==> src/hw/rv32_pkg.sv <==
// ************************************************************
// RV32I core shared types
// Word and register index types, opcode and control encodings
// ************************************************************
package rv32_pkg;

  localparam int XLEN          = 32;
  localparam int REG_ADDR_BITS = 5;

  typedef logic [XLEN-1:0]          xlen_t;
  typedef logic [REG_ADDR_BITS-1:0] reg_addr_t;
  typedef logic [2:0]               funct3_t;

  localparam xlen_t INSTR_BYTES = 32'd4;  // PC step

  typedef enum logic [6:0] {
    OP_REG    = 7'b0110011,
    OP_IMM    = 7'b0010011,
    OP_LOAD   = 7'b0000011,
    OP_STORE  = 7'b0100011,
    OP_BRANCH = 7'b1100011,
    OP_LUI    = 7'b0110111,
    OP_AUIPC  = 7'b0010111,
    OP_JAL    = 7'b1101111,
    OP_JALR   = 7'b1100111,
    OP_SYSTEM = 7'b1110011,
    OP_FENCE  = 7'b0001111
  } opcode_e;

  typedef enum logic [3:0] {
    ALU_ADD, ALU_SUB, ALU_SLL, ALU_SLT, ALU_SLTU,
    ALU_XOR, ALU_SRL, ALU_SRA, ALU_OR, ALU_AND
  } alu_op_e;

  typedef enum logic [1:0] {WB_ALU, WB_MEM, WB_LINK} wb_sel_e;

  typedef enum logic [1:0] {PC_SEQ, PC_BRANCH, PC_JUMP} pc_sel_e;

  // Branch conditions
  localparam funct3_t F3_BEQ  = 3'b000;
  localparam funct3_t F3_BNE  = 3'b001;
  localparam funct3_t F3_BLT  = 3'b100;
  localparam funct3_t F3_BGE  = 3'b101;
  localparam funct3_t F3_BLTU = 3'b110;
  localparam funct3_t F3_BGEU = 3'b111;

  // Memory access size and signedness
  localparam funct3_t F3_BYTE   = 3'b000;
  localparam funct3_t F3_HALF   = 3'b001;
  localparam funct3_t F3_WORD   = 3'b010;
  localparam funct3_t F3_BYTE_U = 3'b100;
  localparam funct3_t F3_HALF_U = 3'b101;

endpackage

==> src/hw/rv32_alu.sv <==
`timescale 1ns/100ps
// ************************************************************
// RV32I ALU and branch unit
// Operand selection, integer functions and branch conditions
// ************************************************************
module rv32_alu import rv32_pkg::*; (
  input  xlen_t   pc,
  input  xlen_t   rs1_data,
  input  xlen_t   rs2_data,
  input  xlen_t   imm,
  input  alu_op_e alu_op,
  input  logic    op1_pc,
  input  logic    op2_imm,
  input  funct3_t funct3,
  input  pc_sel_e pc_sel,
  output xlen_t   alu_result,
  output logic    branch_taken
);
  xlen_t      op_a;
  xlen_t      op_b;
  logic [4:0] shamt;
  logic       cond;  // Branch condition on raw register values

  assign op_a  = op1_pc ? pc : rs1_data;
  assign op_b  = op2_imm ? imm : rs2_data;
  assign shamt = op_b[4:0];

  always_comb begin
    case (alu_op)
      ALU_ADD:  alu_result = op_a + op_b;
      ALU_SUB:  alu_result = op_a - op_b;
      ALU_SLL:  alu_result = op_a << shamt;
      ALU_SLT:  alu_result = {31'b0, ($signed(op_a) < $signed(op_b))};
      ALU_SLTU: alu_result = {31'b0, (op_a < op_b)};
      ALU_XOR:  alu_result = op_a ^ op_b;
      ALU_SRL:  alu_result = op_a >> shamt;
      ALU_SRA:  alu_result = xlen_t'($signed(op_a) >>> shamt);
      ALU_OR:   alu_result = op_a | op_b;
      ALU_AND:  alu_result = op_a & op_b;
      default:  alu_result = '0;
    endcase
  end

  always_comb begin
    case (funct3)
      F3_BEQ:  cond = (rs1_data == rs2_data);
      F3_BNE:  cond = (rs1_data != rs2_data);
      F3_BLT:  cond = ($signed(rs1_data) < $signed(rs2_data));
      F3_BGE:  cond = ($signed(rs1_data) >= $signed(rs2_data));
      F3_BLTU: cond = (rs1_data < rs2_data);
      F3_BGEU: cond = (rs1_data >= rs2_data);
      default: cond = 1'b0;
    endcase
  end

  assign branch_taken = (pc_sel == PC_JUMP) ||
                        ((pc_sel == PC_BRANCH) && cond);

endmodule

==> config.mk <==
export PLATFORM = sky130hd
export DESIGN_NAME = rv32_alu
export DESIGN_NICKNAME = d
export VERILOG_FILES = /design/src/hw/rv32_pkg.sv /design/src/hw/rv32_alu.sv
export SDC_FILE = /design/constraint.sdc
export NUM_CORES = 1
export LEC_CHECK = 0
export BUFFER_PORTS_ARGS = -buffer_cell sky130_fd_sc_hd__clkbuf_2
export CAP_MARGIN = 0
export CORE_MARGIN = 3
export CORE_UTILIZATION = 45
export DETAILED_ROUTE_END_ITERATION = 6
export PLACE_DENSITY = 0.67
export SLEW_MARGIN = 15
export SYNTH_ARGS = -nofsm -noshare
export SYNTH_HDL_FRONTEND = slang
export SYNTH_SLANG_ARGS = --single-unit
export TNS_END_PERCENT = 1
==> constraint.sdc <==
create_clock -name vclk -period 4.6
set_clock_uncertainty 0.2 [all_clocks]
set_input_delay 0 -clock vclk [all_inputs]
set_output_delay 0 -clock vclk [all_outputs]
set_load 0.1 [all_outputs]
==> impl_summary.txt, run 1 <==
----------------------------------------------------
[CTS]
  Count of buffers added by post-CTS timing repair for setup ... 0
  # resized after CTS ... 0
  Number of hold-repair buffers added at the cts stage ... 0

[Route]
  Vias per inst ... 6.53
  Post-DRT Antenna Nets ... 0
  Starting DRT DRC Count ... 1640
  Total via count after detailed routing ... 12300
  Total Wirelength ... 47.4 mm
  Avg WL per Cell ... 25.2 µm
  Iteration count of the initial detailed-routing pass ... 7
  Remaining design rule violation count ... 3

[Place]
  Half-perimeter wire length after placement ... 38.3 mm
  Port Buf Inserts ... 172
  Post-Place Cell Area ... 11200 µm²
  Setup Slack @ Placement ... 476 ps
  RePlAce Congestion ... 1.06

[Worst setup path]
  CP max stage delay ... 530 ps
  Data required time at the worst endpoint ... 4400 ps
  Kind of start point of the critical path ... primary input
  Endpoint type of the worst setup path ... primary output
  Crit-path cells ... clkbuf_2 > buf_12 > mux2_2 > inv_1 > ha_1 > a211oi_1 > o21ai_1 > a311oi_2 > a21o_1 > o21ai_1 > a211o_1 > a21oi_1 > o21ai_0 > xnor2_1 > o21ai_0 > buf_4 > buf_12
  Maximum fanout count along the critical path ... 31
  Crit Path Class ... in -> out
  Critical path data arrival time ... 4100 ps
  CP max-delay cell ... sky130_fd_sc_hd__a311oi_2

[Final layout]
  Clock Buffer Count ... 0
  Antenna diode count ... 0
  Fraction of final layout cells sized beyond drive strength 1 ... 16.6%
  Flip-flop and latch count ... 0
  Final Net Count ... 1885
  Final standard cell area without fillers ... 11200 µm²
  Sequential cell area ... 0 µm²
  Synth-to-layout area growth ... 17.4%

[Job]
  Max Cap Violations ... 0

[Floorplanning]
  Std-Cell Rows ... 52
  Effective utilization at floorplan ... 46.5%
  Core region area ... 20600 µm²
  Die area ... 23000 µm²
  Total I/O pin count ... 172
  Die boundary height ... 152 µm
  Die span in x ... 152 µm

[STA]
  Fin worst setup slack ... 304 ps
  Final worst path period share ... 93.4%
  Number of max-slew violations in the final report ... 0
  Relative max-transition margin ... 24.9%
  Count of endpoints failing setup in the final report ... 0
  Final worst path period need ... 4300 ps
  TNS Setup ... 0 ps
  RSZ-0062 raised after global routing ... false
  Slew @ Worst Pin ... 1120 ps
  Fmax ... 233 MHz
  Number of endpoints with negative hold slack in the final report ... 0

[Yosys]
  Syn_nets ... 1765
  Avg Inst Size Synth ... 6.39 µm²
  Syn Std Cell Area ... 9560 µm²
  Sequential element share of the synthesized area ... 0%
  Count of warnings emitted by yosys ... 0
  Post-Synthesis Cells ... 1495
  Number of distinct library cell variants in the gate-level netlist after synthesis ... 79

[Worst hold path]
  Worst hold path depth ... 4
  Start point of the worst hold path ... funct3[2]
  Worst hold path endpoint ... branch_taken
  Hold crit path type ... in -> out

[Run status]
  Result of the run ... finished, violations left
  Violated checks ... design-rule violations

[GRT]
  Vias in the first global route ... 11600
  Maximum number of pins on one net before global-route repair ... 61
  Number of antenna violations at the first check in global routing ... 1
  Remaining global-route overflow ... 0
  Global-route usage over all layers ... 40.2%
  Global-route wire length before repair ... 70.8 mm

[Power and ir drop]
  Static Leak ... 5.47 nW
  Power per Cell Area ... 205 nW/µm²
  Worst IR Drop VDD ... 0.157 mV

----------------------------------------------------
## stage by stage
stage          std cells  hold slack (ps)  total power [W]  utilization, %
2_1_floorplan       1495              403          0.00147               -
3_3_place_gp        1883              402          0.00223            54.6
3_5_place_dp        1883              397          0.00223            54.6
4_1_cts             1883              397          0.00224            54.6
5_1_grt             1883              437          0.00244            54.6
6_report            1883              407          0.00230            54.6
## worst max-delay path: cells and delay by family
family / cells / cell delay [ps]
AOI/OAI and AO/OA: 9 / 2410
xor gates and xnor gates: 1 / 160
adders and majority gates: 1 / 270
buffers and inverters: 5 / 800
muxes: 1 / 430
## cells by family after synthesis
kind of cell,after synthesis,synth area share [%]
AO/OA/AOI/OAI,548,37.1
XOR/XNOR,27,2.47
multiplexers,124,13.4
adder cells (fa/ha/maj),131,17.3
buffers and inverters,234,9.95
AND/OR/NAND/NOR,431,19.8
## final cells by class
class / count / area, µm²
multi-input combinational: 1261 / 8630
timing repair buffer: 227 / 1780
fill: 2141 / 9340
tap: 270 / 338
inverter: 125 / 469
## worst max path at each step
| stage | depth (start not counted) | to | start |
|---|---|---|---|
| 2_1_floorplan | 17 | alu_result[29] | op2_imm |
| 3_3_place_gp | 18 | alu_result[29] | op2_imm |
| 3_5_place_dp | 17 | alu_result[29] | op1_pc |
| 4_1_cts | 17 | alu_result[29] | op1_pc |
| 5_1_grt | 17 | alu_result[29] | op1_pc |
| 6_report | 17 | alu_result[29] | op1_pc |
## report_power, final
| group | internal (W) | leakage [nW] | switching (W) |
|---|---|---|---|
| Sequential | 0 | 0 | 0 |
| Clock | 0 | 0 | 0 |
| Combinational | 0.000788 | 5.47 | 0.00151 |
| Total | 0.000788 | 5.47 | 0.00151 |
## metal layers
metal / wire length (µm) / GRT usage, % / part of all wire (%)
met1: 19000 / 53.5 / 40
met2: 20100 / 61.3 / 42
met3: 5020 / 7.44 / 11
met4: 3340 / 21.5 / 7.0
met5: 14 / 0 / 0.030
## placed cells by master, fill, tap and decap left out, types with 16 or more instances in the layout
master,n
sky130_fd_sc_hd__buf_4,53
sky130_fd_sc_hd__mux2i_1,108
sky130_fd_sc_hd__o21ai_0,110
sky130_fd_sc_hd__buf_12,34
sky130_fd_sc_hd__nor2_1,146
sky130_fd_sc_hd__a22oi_1,23
sky130_fd_sc_hd__a21o_1,29
sky130_fd_sc_hd__xnor2_1,21
sky130_fd_sc_hd__clkbuf_2,140
sky130_fd_sc_hd__o21a_1,36
sky130_fd_sc_hd__nor3_1,31
sky130_fd_sc_hd__a211oi_1,28
sky130_fd_sc_hd__a31oi_1,16
sky130_fd_sc_hd__ha_1,129
sky130_fd_sc_hd__o221ai_1,19
sky130_fd_sc_hd__o211ai_1,25
sky130_fd_sc_hd__nand2_1,158
sky130_fd_sc_hd__nand3_1,21
sky130_fd_sc_hd__a21oi_1,159
sky130_fd_sc_hd__inv_1,121
## Yosys cell counts (all sizes together), types with 13 or more instances
cell      n  area share (%)
inv     124             4.9
clkbuf   57             2.3
nor2b    13            0.88
o21ai   122             6.4
o221ai   19             1.7
mux2     13             1.5
ha      129              17
a31oi    16             1.0
a21o     29             2.3
o211ai   26             2.1
buf      52             2.8
mux2i   111              12
a21oi   160             8.4
nand3    21             1.1
o21a     39             3.1
xnor2    21             1.9
nor2    146             5.7
nor3     32             1.7
nand2   158             6.2
a22oi    23             1.8
a211oi   29             2.3
(Power assumes the default switching activity.)
==> inputs of run 2 (changes only) <==
--- a/config.mk
+++ b/config.mk
@@ -7,10 +7,9 @@
 export LEC_CHECK = 0
 export BUFFER_PORTS_ARGS = -buffer_cell sky130_fd_sc_hd__clkbuf_2
 export CAP_MARGIN = 0
-export CORE_MARGIN = 3
-export CORE_UTILIZATION = 45
+export CORE_UTILIZATION = 40
 export DETAILED_ROUTE_END_ITERATION = 6
-export PLACE_DENSITY = 0.67
+export SKIP_LAST_GASP = 1
 export SLEW_MARGIN = 15
 export SYNTH_ARGS = -nofsm -noshare
 export SYNTH_HDL_FRONTEND = slang
==> run 2 against run 1 <==
Against the previous run:
- the run now ends clean
- via count down 2.1%
- final cell count up 2.5%
- non-clock buffer count decreased by 1
- design area rose by 0.41%
- largest power group unchanged
==> impl_summary.txt, run 2 (same netlist as run 1, synthesis figures left out) <==
----------------------------------------------------
[Run status]
  Result of the run ... finished, final reports clean

[Final layout]
  Fraction of final layout cells sized beyond drive strength 1 ... 16.6% (about the same)
  Synth-to-layout area growth ... 17.9%
  Antenna diode count ... 0 (unchanged)
  Sequential cell area ... 0 µm² (unchanged)
  Most used cells in the layout excluding fill and tap cells ... sky130_fd_sc_hd__a21oi_1, sky130_fd_sc_hd__nand2_1, sky130_fd_sc_hd__nor2_1
  Most frequent standard cell in the layout excluding fill and tap cells ... sky130_fd_sc_hd__a21oi_1
  Final Net Count ... 1884 (-0.053%)
  Non-filler instance count after layout ... 1931 (+2.5%)
  Flip-flop and latch count ... 0 (unchanged)
  Clock Buffer Count ... 0 (unchanged)

[Power and ir drop]
  Worst IR Drop VDD ... 0.183 mV (+16%)
  Power per Cell Area ... 203 nW/µm² (-1.2%)
  Static Leak ... 5.46 nW (-0.17%)

[Floorplanning]
  Core region area ... 23500 µm² (+14%)
  Die area ... 24500 µm² (+6.5%)
  Die span in x ... 157 µm (+3.2%)
  Die boundary height ... 157 µm (+3.2%)
  Total I/O pin count ... 172 (unchanged)
  Effective utilization at floorplan ... 40.7% (-5.8 points)
  Std-Cell Rows ... 56 (+7.7%)

[Place]
  RePlAce Congestion ... 1.06 (-0.11%)
  Setup Slack @ Placement ... 282 ps (-194 ps)
  Number of cells after detailed placement ... 1931 (+2.5%)
  Port Buf Inserts ... 172 (unchanged)
  Half-perimeter wire length after placement ... 38.6 mm (+0.73%)

[CTS]
  Count of buffers added by post-CTS timing repair for setup ... 0 (unchanged)
  # resized after CTS ... 0 (unchanged)
  Number of hold-repair buffers added at the cts stage ... 0 (unchanged)

[Route]
  Remaining design rule violation count ... 0 (-3)
  Total via count after detailed routing ... 12100 (-2.1%)
  Starting DRT DRC Count ... 1333 (-19%)
  Post-DRT Antenna Nets ... 0 (unchanged)
  Iteration count of the initial detailed-routing pass ... 5 (-2)
  Total Wirelength ... 47.1 mm (-0.66%)
  Avg WL per Cell ... 24.4 µm (-3.1%)
  Vias per inst ... 6.24 (-4.5%)

[STA]
  Number of max-slew violations in the final report ... 0 (unchanged)
  Final worst path period share ... 95.9% (+2.5 points)
  TNS Setup ... 0 ps (unchanged)
  Hold_ws ... 384 ps (-23.9 ps)
  Relative max-transition margin ... 14.2% (-11 points)
  Number of endpoints with negative hold slack in the final report ... 0 (unchanged)
  RSZ-0062 raised after global routing ... true
  Fmax ... 227 MHz (-2.6%)
  Fin worst setup slack ... 187 ps (-117 ps)
  Slew @ Worst Pin ... 1280 ps (+157 ps)
  Final worst path period need ... 4410 ps (+117 ps)
  Count of endpoints failing setup in the final report ... 0 (unchanged)

[Worst hold path]
  Hold crit path type ... in -> out
  Worst hold path depth ... 4 (unchanged)
  Worst hold path endpoint ... branch_taken
  Start point of the worst hold path ... funct3[2]

[Worst setup path]
  Critical path data arrival time ... 4210 ps (+110 ps)
  Crit-path cells ... clkbuf_2 > buf_4 > mux2i_1 > buf_4 > ha_1 > nor4_2 > nand3b_1 > a21o_1 > o221a_4 > a21oi_2 > a41oi_1 > a21oi_1 > a21oi_1 > xnor2_1 > o21ai_0 > buf_12
  Endpoint type of the worst setup path ... primary output
  CP max-delay cell ... sky130_fd_sc_hd__nor4_2
  Crit Path Class ... in -> out
  Kind of cell with the highest combined delay on the critical path ... compound AO/OA/AOI/OAI gates
  Kind of start point of the critical path ... primary input
  Maximum fanout count along the critical path ... 10 (-68%)
  Data required time at the worst endpoint ... 4400 ps (about the same)
  Buffers & Inverters on Critical Path ... 4 (-1)
  CP max stage delay ... 590 ps (+60 ps)

[GRT]
  Vias in the first global route ... 11500 (-0.98%)
  Number of antenna violations at the first check in global routing ... 3 (+2)
  Global-route wire length before repair ... 70.6 mm (-0.33%)
  Global-route usage over all layers ... 38.3% (-1.9 points)
  Maximum number of pins on one net before global-route repair ... 66 (+8.2%)
  Remaining global-route overflow ... 0 (unchanged)

[Job]
  Max Cap Violations ... 0 (unchanged)

----------------------------------------------------
[run 2: changes by cell type in the layout (fill, tap and decap cells not counted), sizes merged]
cell	previous run	this run
buf	87	86
[run 2: how the worst max path moves through the flow]
stage | cells past startpoint | slack [ps] | startpoint | endpoint
finish | 16 | 190 | op1_pc | alu_result[28]
global route | 16 | -30 | op1_pc | alu_result[30]
CTS | 16 | 270 | op1_pc | alu_result[30]
detailed placement | 16 | 280 | op1_pc | alu_result[30]
global placement | 16 | 230 | op1_pc | alu_result[30]
floorplan | 17 | -720 | op2_imm | alu_result[29]
[run 2: final cells by class]
class / count / area, µm²
fillers: 2457 / 12200
inverters: 125 / 469
multi-input cells: 1261 / 8640
well taps: 319 / 399
repair buffers: 226 / 1760
[run 2: per-layer routing]
metal  GRT usage (%)  vias to the layer above  routed length (µm)
met5               0                        -                  33
met4            23.0                        6                3300
met3            5.54                      123                4100
met2            58.8                      650               19700
met1            50.4                     5622               20000
li1                -                     5649                   -
[run 2: through the flow]
stage | utilization (%) | instance area [µm²] | total power (W)
final | 48.0 | 11300 | 0.00228
after global routing | 48.0 | 11300 | 0.00243
after CTS | 48.0 | 11300 | 0.00223
after detailed placement | 48.0 | 11300 | 0.00222
after global placement | 48.0 | 11300 | 0.00223
after floorplan | - | 9560 | 0.00147
[run 2: power by group]
| group | switching, W | internal [W] | leakage, nW |
|---|---|---|---|
| registers | 0 | 0 | 0 |
| logic | 0.00150 | 0.000781 | 5.46 |
| clock network | 0 | 0 | 0 |
| total | 0.00150 | 0.000781 | 5.46 |
