===== src/hw/rv32_pkg.sv =====
// ************************************************************
// RV32I core shared types
// Word and register index types, opcode and control encodings
// ************************************************************
package rv32_pkg;

  localparam int XLEN          = 32;
  localparam int REG_ADDR_BITS = 5;

  typedef logic [XLEN-1:0]          xlen_t;
  typedef logic [REG_ADDR_BITS-1:0] reg_addr_t;
  typedef logic [2:0]               funct3_t;

  localparam xlen_t INSTR_BYTES = 32'd4;  // PC step

  typedef enum logic [6:0] {
    OP_REG    = 7'b0110011,
    OP_IMM    = 7'b0010011,
    OP_LOAD   = 7'b0000011,
    OP_STORE  = 7'b0100011,
    OP_BRANCH = 7'b1100011,
    OP_LUI    = 7'b0110111,
    OP_AUIPC  = 7'b0010111,
    OP_JAL    = 7'b1101111,
    OP_JALR   = 7'b1100111,
    OP_SYSTEM = 7'b1110011,
    OP_FENCE  = 7'b0001111
  } opcode_e;

  typedef enum logic [3:0] {
    ALU_ADD, ALU_SUB, ALU_SLL, ALU_SLT, ALU_SLTU,
    ALU_XOR, ALU_SRL, ALU_SRA, ALU_OR, ALU_AND
  } alu_op_e;

  typedef enum logic [1:0] {WB_ALU, WB_MEM, WB_LINK} wb_sel_e;

  typedef enum logic [1:0] {PC_SEQ, PC_BRANCH, PC_JUMP} pc_sel_e;

  // Branch conditions
  localparam funct3_t F3_BEQ  = 3'b000;
  localparam funct3_t F3_BNE  = 3'b001;
  localparam funct3_t F3_BLT  = 3'b100;
  localparam funct3_t F3_BGE  = 3'b101;
  localparam funct3_t F3_BLTU = 3'b110;
  localparam funct3_t F3_BGEU = 3'b111;

  // Memory access size and signedness
  localparam funct3_t F3_BYTE   = 3'b000;
  localparam funct3_t F3_HALF   = 3'b001;
  localparam funct3_t F3_WORD   = 3'b010;
  localparam funct3_t F3_BYTE_U = 3'b100;
  localparam funct3_t F3_HALF_U = 3'b101;

endpackage


===== src/hw/rv32_decoder.sv =====
`timescale 1ns/100ps
// ************************************************************
// RV32I instruction decoder
// Splits an instruction into register fields, immediate and control
// ************************************************************
module rv32_decoder import rv32_pkg::*; (
  input  xlen_t     instr,
  output reg_addr_t rs1_addr,
  output reg_addr_t rs2_addr,
  output reg_addr_t rd_addr,
  output xlen_t     imm,
  output alu_op_e   alu_op,
  output logic      op1_pc,
  output logic      op2_imm,
  output funct3_t   funct3,
  output logic      mem_read,
  output logic      mem_write,
  output logic      rf_wen,
  output wb_sel_e   wb_sel,
  output pc_sel_e   pc_sel
);
  opcode_e    opcode;
  logic [6:0] funct7;
  xlen_t      imm_i, imm_s, imm_b, imm_u, imm_j;
  logic       reg_ok;  // Legal funct7 for register-register ops
  logic       imm_ok;  // Legal funct7 for shift immediates

  function automatic alu_op_e alu_sel(input funct3_t f3, input logic alt_add,
                                      input logic alt_shr);
    case (f3)
      3'b000:  return alt_add ? ALU_SUB : ALU_ADD;
      3'b001:  return ALU_SLL;
      3'b010:  return ALU_SLT;
      3'b011:  return ALU_SLTU;
      3'b100:  return ALU_XOR;
      3'b101:  return alt_shr ? ALU_SRA : ALU_SRL;
      3'b110:  return ALU_OR;
      default: return ALU_AND;
    endcase
  endfunction

  assign opcode   = opcode_e'(instr[6:0]);
  assign funct3   = instr[14:12];
  assign funct7   = instr[31:25];
  assign rs2_addr = instr[24:20];
  assign rd_addr  = instr[11:7];

  assign imm_i = {{20{instr[31]}}, instr[31:20]};
  assign imm_s = {{20{instr[31]}}, instr[31:25], instr[11:7]};
  assign imm_b = {{19{instr[31]}}, instr[31], instr[7], instr[30:25], instr[11:8], 1'b0};
  assign imm_u = {instr[31:12], 12'b0};
  assign imm_j = {{11{instr[31]}}, instr[31], instr[19:12], instr[20], instr[30:21], 1'b0};

  // Only SUB and SRA may set bit 30
  assign reg_ok = (funct7 == 7'b0) ||
                  ((funct7 == 7'b0100000) && (funct3 inside {3'b000, 3'b101}));
  assign imm_ok = (funct3 == 3'b001) ? (funct7 == 7'b0) :
                  (funct3 == 3'b101) ? ((funct7 == 7'b0) || (funct7 == 7'b0100000)) :
                  1'b1;

  always_comb begin
    rs1_addr  = instr[19:15];
    imm       = '0;
    alu_op    = ALU_ADD;
    op1_pc    = 1'b0;
    op2_imm   = 1'b1;
    mem_read  = 1'b0;
    mem_write = 1'b0;
    rf_wen    = 1'b0;
    wb_sel    = WB_ALU;
    pc_sel    = PC_SEQ;
    case (opcode)
      OP_REG: begin
        op2_imm = 1'b0;
        alu_op  = alu_sel(funct3, instr[30], instr[30]);
        rf_wen  = reg_ok;
      end
      OP_IMM: begin
        imm    = imm_i;
        alu_op = alu_sel(funct3, 1'b0, instr[30]);  // ADDI never subtracts
        rf_wen = imm_ok;
      end
      OP_LOAD: begin
        imm      = imm_i;
        mem_read = funct3 inside {F3_BYTE, F3_HALF, F3_WORD, F3_BYTE_U, F3_HALF_U};
        rf_wen   = mem_read;
        wb_sel   = WB_MEM;
      end
      OP_STORE: begin
        imm       = imm_s;
        mem_write = funct3 inside {F3_BYTE, F3_HALF, F3_WORD};
      end
      OP_BRANCH: begin
        imm    = imm_b;
        op1_pc = 1'b1;  // Target is PC relative
        pc_sel = (funct3 inside {3'b010, 3'b011}) ? PC_SEQ : PC_BRANCH;
      end
      OP_LUI: begin
        rs1_addr = '0;  // Immediate plus zero
        imm      = imm_u;
        rf_wen   = 1'b1;
      end
      OP_AUIPC: begin
        imm    = imm_u;
        op1_pc = 1'b1;
        rf_wen = 1'b1;
      end
      OP_JAL: begin
        imm    = imm_j;
        op1_pc = 1'b1;
        rf_wen = 1'b1;
        wb_sel = WB_LINK;
        pc_sel = PC_JUMP;
      end
      OP_JALR: begin
        imm    = imm_i;
        rf_wen = (funct3 == 3'b000);
        wb_sel = WB_LINK;
        pc_sel = (funct3 == 3'b000) ? PC_JUMP : PC_SEQ;
      end
      default: begin
        // System, fence and unknown opcodes fall through as no-ops
      end
    endcase
  end

endmodule


===== config.mk =====
export PLATFORM = sky130hd
export DESIGN_NAME = rv32_decoder
export DESIGN_NICKNAME = d
export VERILOG_FILES = /design/src/hw/rv32_pkg.sv /design/src/hw/rv32_decoder.sv
export SDC_FILE = /design/constraint.sdc
export NUM_CORES = 1
export LEC_CHECK = 0
export CAP_MARGIN = 20
export CELL_PAD_IN_SITES_DETAIL_PLACEMENT = 1
export CELL_PAD_IN_SITES_GLOBAL_PLACEMENT = 2
export CORE_MARGIN = 3
export CORE_UTILIZATION = 30
export DETAILED_ROUTE_END_ITERATION = 6
export DONT_BUFFER_PORTS = 1
export GPL_ROUTABILITY_DRIVEN = 0
export GPL_TIMING_DRIVEN = 0
export PLACE_DENSITY = 0.92
export SLEW_MARGIN = 20
export SYNTH_ARGS = -nofsm -noshare
export SYNTH_HDL_FRONTEND = slang
export SYNTH_SLANG_ARGS = --single-unit

===== constraint.sdc =====
create_clock -name vclk -period 1.6
set_clock_uncertainty 0.1 [all_clocks]
set_input_delay 0.16 -clock vclk [all_inputs]
set_output_delay 0.16 -clock vclk [all_outputs]
set_load 0.03 [all_outputs]

==> results of run 1 <==
[critical path: cells and delay by family]
kind	cells	cell delay, ns
and+or+nand+nor	2	0.58
AOI/OAI and AO/OA	2	0.45
buffers and inverters	1	0.15
[cell type report]
cell class,count,share of cell area [%]
Multi-Input combinational cell,108,75.60
Buffer,23,14.99
Inverter,4,1.153
Tap cell,31,2.978
Timing Repair Buffer,7,5.283
[per-stage QoR]
step / instances / total power, uW / setup WS (ns) / cell area, um^2
after global routing: 173 / 312.9 / -0.07192 / 1303
after global placement: 165 / 247.3 / -0.2063 / 991.0
after detailed placement: 165 / 249.9 / -0.2508 / 991.0
final: 173 / 296.2 / -0.005256 / 1303
after CTS: 172 / 291.2 / -0.07058 / 1249
after floorplan: 134 / 226.6 / -0.01981 / 952.2
[worst max path at each step]
stage,startpoint,end,slack (ns),cells past startpoint
floorplan,instr[2],alu_op[0],-0.02,4
finish,instr[3],imm[31],-0.005,5
CTS,instr[4],imm[25],-0.07,5
detailed placement,instr[6],imm[25],-0.25,5
global placement,instr[6],imm[24],-0.21,5
global route,instr[4],imm[25],-0.07,5
[power breakdown]
| part | leakage [uW] | switching [uW] | internal [uW] | total, uW |
|---|---|---|---|---|
| clock network | 0 | 0 | 0 | 0 |
| logic | 0.000555 | 190 | 106 | 296 |
| registers | 0 | 0 | 0 | 0 |
[layer usage]
metal | wire length [um] | track usage (%)
met5 | 0 | 0
met3 | 384 | 3.774
met4 | 0 | 0
met2 | 1783 | 33.53
met1 | 1358 | 21.05
[cell families (layout without fill, tap and decap cells)]
kind of cell    after synthesis  count (layout)  share of synthesized area, %
compound gates               45              46                         39.62
xor+xnor                      1               1                        0.9565
simple gates                 60              60                         38.12
buf+inv                      27              34                         20.22
mux                           1               1                         1.093
[cell usage in the layout (no fill, tap or decap), types with 3 or more instances in the layout]
master	instances
a21o_2	8
a21o_4	11
a22o_2	3
and2_1	5
and2_2	7
buf_4	19
buf_6	6
inv_1	4
nand2_1	6
nor2_1	4
nor2_2	4
nor2b_1	3
nor3_1	7
o21ai_0	4
[repair_timing]
item,CTS,global route
cloned,2,0
pin swaps,11,4
setup buffers,5,1
gates resized for setup,60,10
setup endpoints to repair,38,33
==> impl_metrics.csv, run 1 <==
group,metric,value,unit
synth,yosysTopAreaCell,"a21o_1",
run_status,status,"complete, but fails checks",
pwr,ir_drop,92.11,uV
placement,portBuffers,0,
layout,seqCellArea,0,um^2
sta,rsz0062_at_grt,"yes",
synth,synth_top_area_share,14.75,%
drt,via_per_inst,6.133,
sta,fin_ws,-0.005256,ns
sta,post-route-min-period,1.605,ns
sta,holdWs,0.3535,ns
global_route,grtUsageTotal,17.52,%
worst_setup_path,arrival,1.35,ns
worst_setup_path,cp_slowest_cell,"or3_1",
sta,setup_tns,-0.006353,ns
layout,seq_cells,0,
global_route,grt_max_degree,11,
synth,avgSynthCellArea,6.835,um^2
pwr,leakagePower,0.0005545,uW
floorplanning,row_count,19,
synth,synth_area_leaders,"a21o_1 15%, buf_4 13%, and2_1 7.5%",
worst_setup_path,cp_cell_sequence,"nand4bb_4, buf_6, or3_1, o21ai_2, o31a_1",
sta,worst_pin_slew,0.9346,ns
cts,cts_hold_buf,0,
global_route,grt_pass1_vias,1079,
sta,slew_viol_final,0,
pwr,powerDensity,227.4,nW/um^2
layout,drive_above_1_share,59.86,%
placement,dp_hpwl,2766,um
worst_hold_path,hold_class,"in2out",
sta,post-route-period-util,100.3,%
sta,setup_violations,3,
worst_setup_path,crit_path_max_fanout,8,
worst_setup_path,slowest_delay,0.37,ns
layout,utilization,46.04,%
synth,synthCells,134,
layout,clkbuf_count,0,
synth,yosys-top-cells-count,"18 x a21o_1, 16 x buf_4, 11 x and2_1",
synth,ys_types,45,
layout,multiInputGateArea,984.7,um^2
layout,nNetsFinal,176,
sta,final_hold_viol_count,0,
worst_setup_path,critical_path_class,"in2out",
sta,max-slew-margin-rel,37.22,%
run_status,violations,"negative setup slack",
synth,synth_area,915.9,um^2
synth,ys_seq_area_share,0,%
drt,dr.pass1.iters,2,
run,drv_cap,0,
sta,fmax,623.0,MHz
worst_setup_path,worstSetupEndpointType,"primary output",
worst_hold_path,min-delay-start,"instr[24]",
worst_hold_path,hold_end,"rs2_addr[4]",
floorplanning,die_h,61.26,um
floorplanning,die_w,61.26,um
worst_setup_path,start_kind,"input pin",
global_route,grt_pass1_wl,5099,um
global_route,grt-ovfl-total,0,
synth,syn_nets,166,
drt,wl_per_cell,20.38,um
global_route,antenna_found_initial,0,
synth,yosys_warnings,0,
drt,num_vias,1061,
layout,antenna_cells,0,
synth,yosys.cell_count.top_type,"a21o_1",
drt,drt-initial-drc-count,23,
floorplanning,start_util,32.38,%
drt,wl,3526,um
floorplanning,dieArea,3752,um^2
floorplanning,coreArea,2829,um^2
floorplanning,ios,95,
drt,route.detailed.drc,0,
worst_hold_path,hold-path-cell-count,1,
drt,ant_nets,0,
layout,fill_cells,345,
worst_setup_path,worstPathRequired,1.34,ns
layout,syn_to_final_growth,42.21,%
Note: power is estimated with default switching activity, not from simulation.
==> inputs of run 2 (changes only) <==
Settings changed: ABC_AREA set to 1, CORE_UTILIZATION 30 to 25, PLACE_DENSITY 0.92 to 0.89.
==> impl_metrics.csv, run 2 <==
group,metric,value,unit
worst_hold_path,hold_class,"in2out",
layout,clkbuf_count,0,
placement,dp_hpwl,3065,um
global_route,grt_max_degree,11,
global_route,grtUsageMet3,3.710,%
layout,antenna_cells,0,
worst_setup_path,arrival,1.32,ns
drt,wl_per_cell,15.69,um
global_route,grt-ovfl-total,0,
placement,portBuffers,0,
layout,drive_above_1_share,34.63,%
sta,worst_pin_slew,0.6543,ns
global_route,grt_pass1_wl,5354,um
synth,synth_top_area_share,31.11,%
layout,final_cell_mix,"70 x nand2_1, 28 x inv_1, 18 x nor2_1, 17 x buf_4, 12 x nand3_4",
global_route,grtUsageTotal,14.90,%
drt,ant_nets,0,
layout,seqCellArea,0,um^2
pwr,powerDensity,181.5,nW/um^2
worst_setup_path,critical_path_class,"in2out",
floorplanning,die_h,66.57,um
sta,post-route-period-util,98.93,%
sta,final_hold_viol_count,0,
synth,synth_area_leaders,"nand2_1 31%, nand3_1 17%, inv_1 12%",
worst_setup_path,slowest_delay,0.28,ns
synth,yosys-top-cells-count,"76 x nand2_1, 32 x nand3_1, 29 x inv_1",
sta,slew_viol_final,0,
global_route,grt_pass1_vias,1188,
sta,fmax,631.7,MHz
sta,holdWs,0.2949,ns
synth,avgSynthCellArea,4.563,um^2
sta,rsz0062_at_grt,"yes",
pwr,ir_drop,54.48,uV
floorplanning,start_util,26.64,%
sta,post-route-min-period,1.583,ns
pwr,leakagePower,0.0008583,uW
layout,final_common_cell,"nand2_1",
floorplanning,dieArea,4432,um^2
worst_setup_path,path_buf_inv,2,
worst_setup_path,worstSetupEndpointType,"primary output",
drt,via_per_inst,4.904,
floorplanning,die_w,66.57,um
drt,dr.pass1.iters,4,
global_route,grt.met1_usage,18.12,%
drt,route.detailed.drc,0,
drt,wl,3938,um
synth,ys_types,20,
layout,utilization,38.60,%
worst_setup_path,cpMostUsedCell,"nand2_2",
sta,setup_violations,0,
global_route,grt_busiest_layer,"met2",
synth,yosys_warnings,0,
layout,nNetsFinal,239,
layout,syn_to_final_growth,44.88,%
cts,cts_hold_buf,0,
synth,syn_nets,233,
worst_setup_path,cp_slowest_cell,"nor3_4",
synth,synthCells,201,
layout,seq_cells,0,
synth,synth_area,917.1,um^2
global_route,antenna_found_initial,0,
pwr,p_total,241.1,uW
worst_setup_path,worstPathRequired,1.34,ns
placement,place_ws,-0.1539,ns
sta,fin_ws,0.01706,ns
worst_setup_path,cp_cell_sequence,"nand2_2, nor3_4, buf_4, nand2_2, nand3_4, nand2_2, buf_6, nand3_2",
worst_setup_path,cp_top_family,"simple AND/OR/NAND/NOR gates",
worst_setup_path,crit_path_max_fanout,10,
synth,yosys.cell_count.top_type,"nand2_1",
floorplanning,row_count,21,
floorplanning,coreArea,3442,um^2
floorplanning,ios,95,
drt,num_vias,1231,
layout,fill_cells,470,
synth,yosysTopAreaCell,"nand2_1",
run,drv_cap,0,
drt,drt-initial-drc-count,31,
run_status,status,"finished clean",
sta,max-slew-margin-rel,56.52,%
global_route,grtUsageMet2,27.48,%
worst_setup_path,start_kind,"input pin",
synth,ys_seq_area_share,0,%
-- run 2: through the flow --
stage / std cells / setup TNS, ns / cell area, um^2
after floorplan: 201 / 0 / 919.6
after global placement: 247 / -1.605 / 977.2
after detailed placement: 247 / -2.260 / 977.2
after CTS: 247 / -1.441 / 1040
after global routing: 251 / -0.3945 / 1329
final: 251 / 0 / 1329
-- run 2: final cells by class --
type                       count  area, um^2  area share, %
buffer                        18       140.1          10.55
inverter                      31       121.4          9.134
multi-input combinational    152       967.2          72.79
tap                           46       57.56          4.331
timing repair buffer           4       42.54          3.202
-- run 2: layer usage --
layer / vias to the layer above / share of wire, %
met5: - / 0
met4: 0 / 0
met3: 0 / 7.7
met2: 41 / 54
met1: 575 / 38
li1: 615 / -
-- run 2: cells by family after synthesis --
| group | count (synthesis) | share of synthesized area, % |
|---|---|---|
| compound gates | 4 | 2.455 |
| buf+inv | 49 | 27.56 |
| simple gates | 148 | 69.99 |
-- run 2: repair_timing --
item	CTS	global route
setup endpoints to repair	31	31
pin swaps	0	3
buffers inserted	0	4
resized for setup	16	49
-- run 2: report_power, final --
part	internal (uW)	switching, uW
clock network	0	0
registers	0	0
logic	63.7	177
-- run 2: path summary, 6_finish.rpt --
path                  cells past startpoint   endpoint  startpoint
worst min-delay path                      1  mem_write    instr[6]
worst max-delay path                      8    imm[21]    instr[1]
==> inputs of run 3 (changes only) <==
Settings changed: ABC_AREA 1 to not set, MAX_ROUTING_LAYER set to met4, PLACE_DENSITY 0.89 to 0.8.
==> impl_metrics.csv, run 3 (synthesized netlist as in run 1, its figures left out) <==
group,metric,value,unit
placement,portBuffers,0,
pwr,powerDensity,222.6,nW/um^2
placement,dp_hpwl,2922,um
layout,nNetsFinal,177,
sta,max-slew-margin-rel,61.27,%
sta,slew_viol_final,0,
sta,fmax,615.6,MHz
sta,setup_violations,6,
pwr,clkPwrFrac,0,%
drt,via_per_inst,5.646,
worst_setup_path,critical_path_class,"in2out",
worst_hold_path,hold_class,"in2out",
worst_setup_path,arrival,1.36,ns
worst_setup_path,worstSetupEndpointType,"primary output",
drt,route.detailed.drc,0,
drt,drt-initial-drc-count,41,
floorplanning,start_util,26.61,%
sta,worst_pin_slew,0.5788,ns
floorplanning,die_h,66.53,um
sta,final_hold_viol_count,0,
drt,num_vias,1067,
pwr,power.internal,113.3,uW
floorplanning,coreArea,3442,um^2
global_route,antenna_found_initial,0,
layout,antenna_cells,0,
drt,wl,3904,um
floorplanning,row_count,21,
pwr,p_sw_share,63.32,%
pwr,ir_drop,79.27,uV
pwr,comb_power_share,100.0,%
pwr,power_switching,195.6,uW
layout,final_common_cell,"buf_4",
global_route,grtUsageTotal,16.51,%
layout,drive_above_1_share,60.84,%
run_status,violations,"negative setup slack",
layout,clkbuf_count,0,
global_route,grtUsageMet3,2.698,%
sta,rsz0062_at_grt,"yes",
sta,fin_ws,-0.02454,ns
run_status,status,"complete, but fails checks",
pwr,leakagePower,0.0005617,uW
global_route,grt_pass1_wl,5713,um
drt,dr.pass1.iters,4,
run,drv_cap,0,
layout,seqCellArea,0,um^2
worst_setup_path,start_kind,"input pin",
placement,place_ws,-0.2689,ns
layout,seq_cells,0,
sta,holdWs,0.3532,ns
placement,dp.cells,180,
layout,fin_cells,189,
worst_setup_path,worstPathRequired,1.34,ns
global_route,grt_max_degree,11,
global_route,grt-ovfl-total,0,
floorplanning,die_w,66.53,um
floorplanning,ios,95,
floorplanning,dieArea,4426,um^2
global_route,grt_pass1_vias,1119,
cts,cts_hold_buf,0,
drt,ant_nets,0,
global_route,grt_busiest_layer,"met2",
sta,post-route-min-period,1.625,ns
worst_setup_path,crit_path_max_fanout,10,
global_route,grt.met1_usage,19.72,%
sta,post-route-period-util,101.5,%
layout,syn_to_final_growth,51.50,%
drt,wl_per_cell,20.66,um
global_route,grtUsageMet2,30.11,%
pwr,seq_power_share,0,%
layout,final_cell_mix,"19 x buf_4, 18 x a21o_4, 7 x nand2_1, 6 x buf_6, 6 x and2_4",
[run 3: changes by cell type in the layout (fill, tap and decap cells not counted), moves of 6 or more]
cell     before  now
and2_4        0    6
a21o_4        0   18
inv_1        28    4
nand3_2      10    0
nand3_1      11    1
nand2_2       7    0
nand3_4      12    1
nor2_1       18    5
nand2_1      70    7
nor2_4        8    1
[run 3: final timing paths]
path,from,endpoint,slack (ns),depth (start not counted)
worst max-delay path,instr[4],imm[28],-0.02,6
worst min-delay path,instr[14],funct3[2],0.35,1
[run 3: metal layers]
layer | share of wire, % | wire [um]
met2 | 53 | 2053
met4 | 0.38 | 15
met3 | 7.2 | 280
met5 | 0 | 0
met1 | 40 | 1554
[run 3: final cells by class]
cell class / count / area [um^2]
buffer: 23 / 197.7
fill: 407 / 2054
inverter: 4 / 15.01
multi-input combinational: 107 / 1023
tap: 46 / 57.56
timing repair buffer: 9 / 93.84
[run 3: what timing repair did]
action,in CTS,in global routing
setup endpoints to repair,42,36
pin swaps,9,5
resized for setup,74,10
gates cloned,1,1
buffers inserted,6,1
[run 3: power by group through the flow]
stage | logic (uW) | registers [uW] | clock network [uW]
floorplan | 227 | 0 | 0
global placement | 250 | 0 | 0
detailed placement | 254 | 0 | 0
CTS | 301 | 0 | 0
global route | 326 | 0 | 0
finish | 309 | 0 | 0
[run 3: metrics by stage]
step | TNS [ns] | cell area, um^2 | util (%) | total power (uW)
6_report | -0.1271 | 1388 | 40.31 | 308.8
5_1_grt | -0.3625 | 1388 | 40.31 | 325.7
4_1_cts | -0.5604 | 1330 | 38.64 | 300.5
3_5_place_dp | -6.980 | 1010 | 29.33 | 253.5
3_3_place_gp | -6.645 | 1010 | 29.33 | 249.8
2_1_floorplan | -0.1923 | 952.2 | - | 226.6
[run 3: critical path, cell delays in order]
cell      delay, ns
buf_12         0.11
a2111o_1       0.42
a211oi_2       0.24
buf_4          0.17
buf_6          0.12
a21o_4         0.14
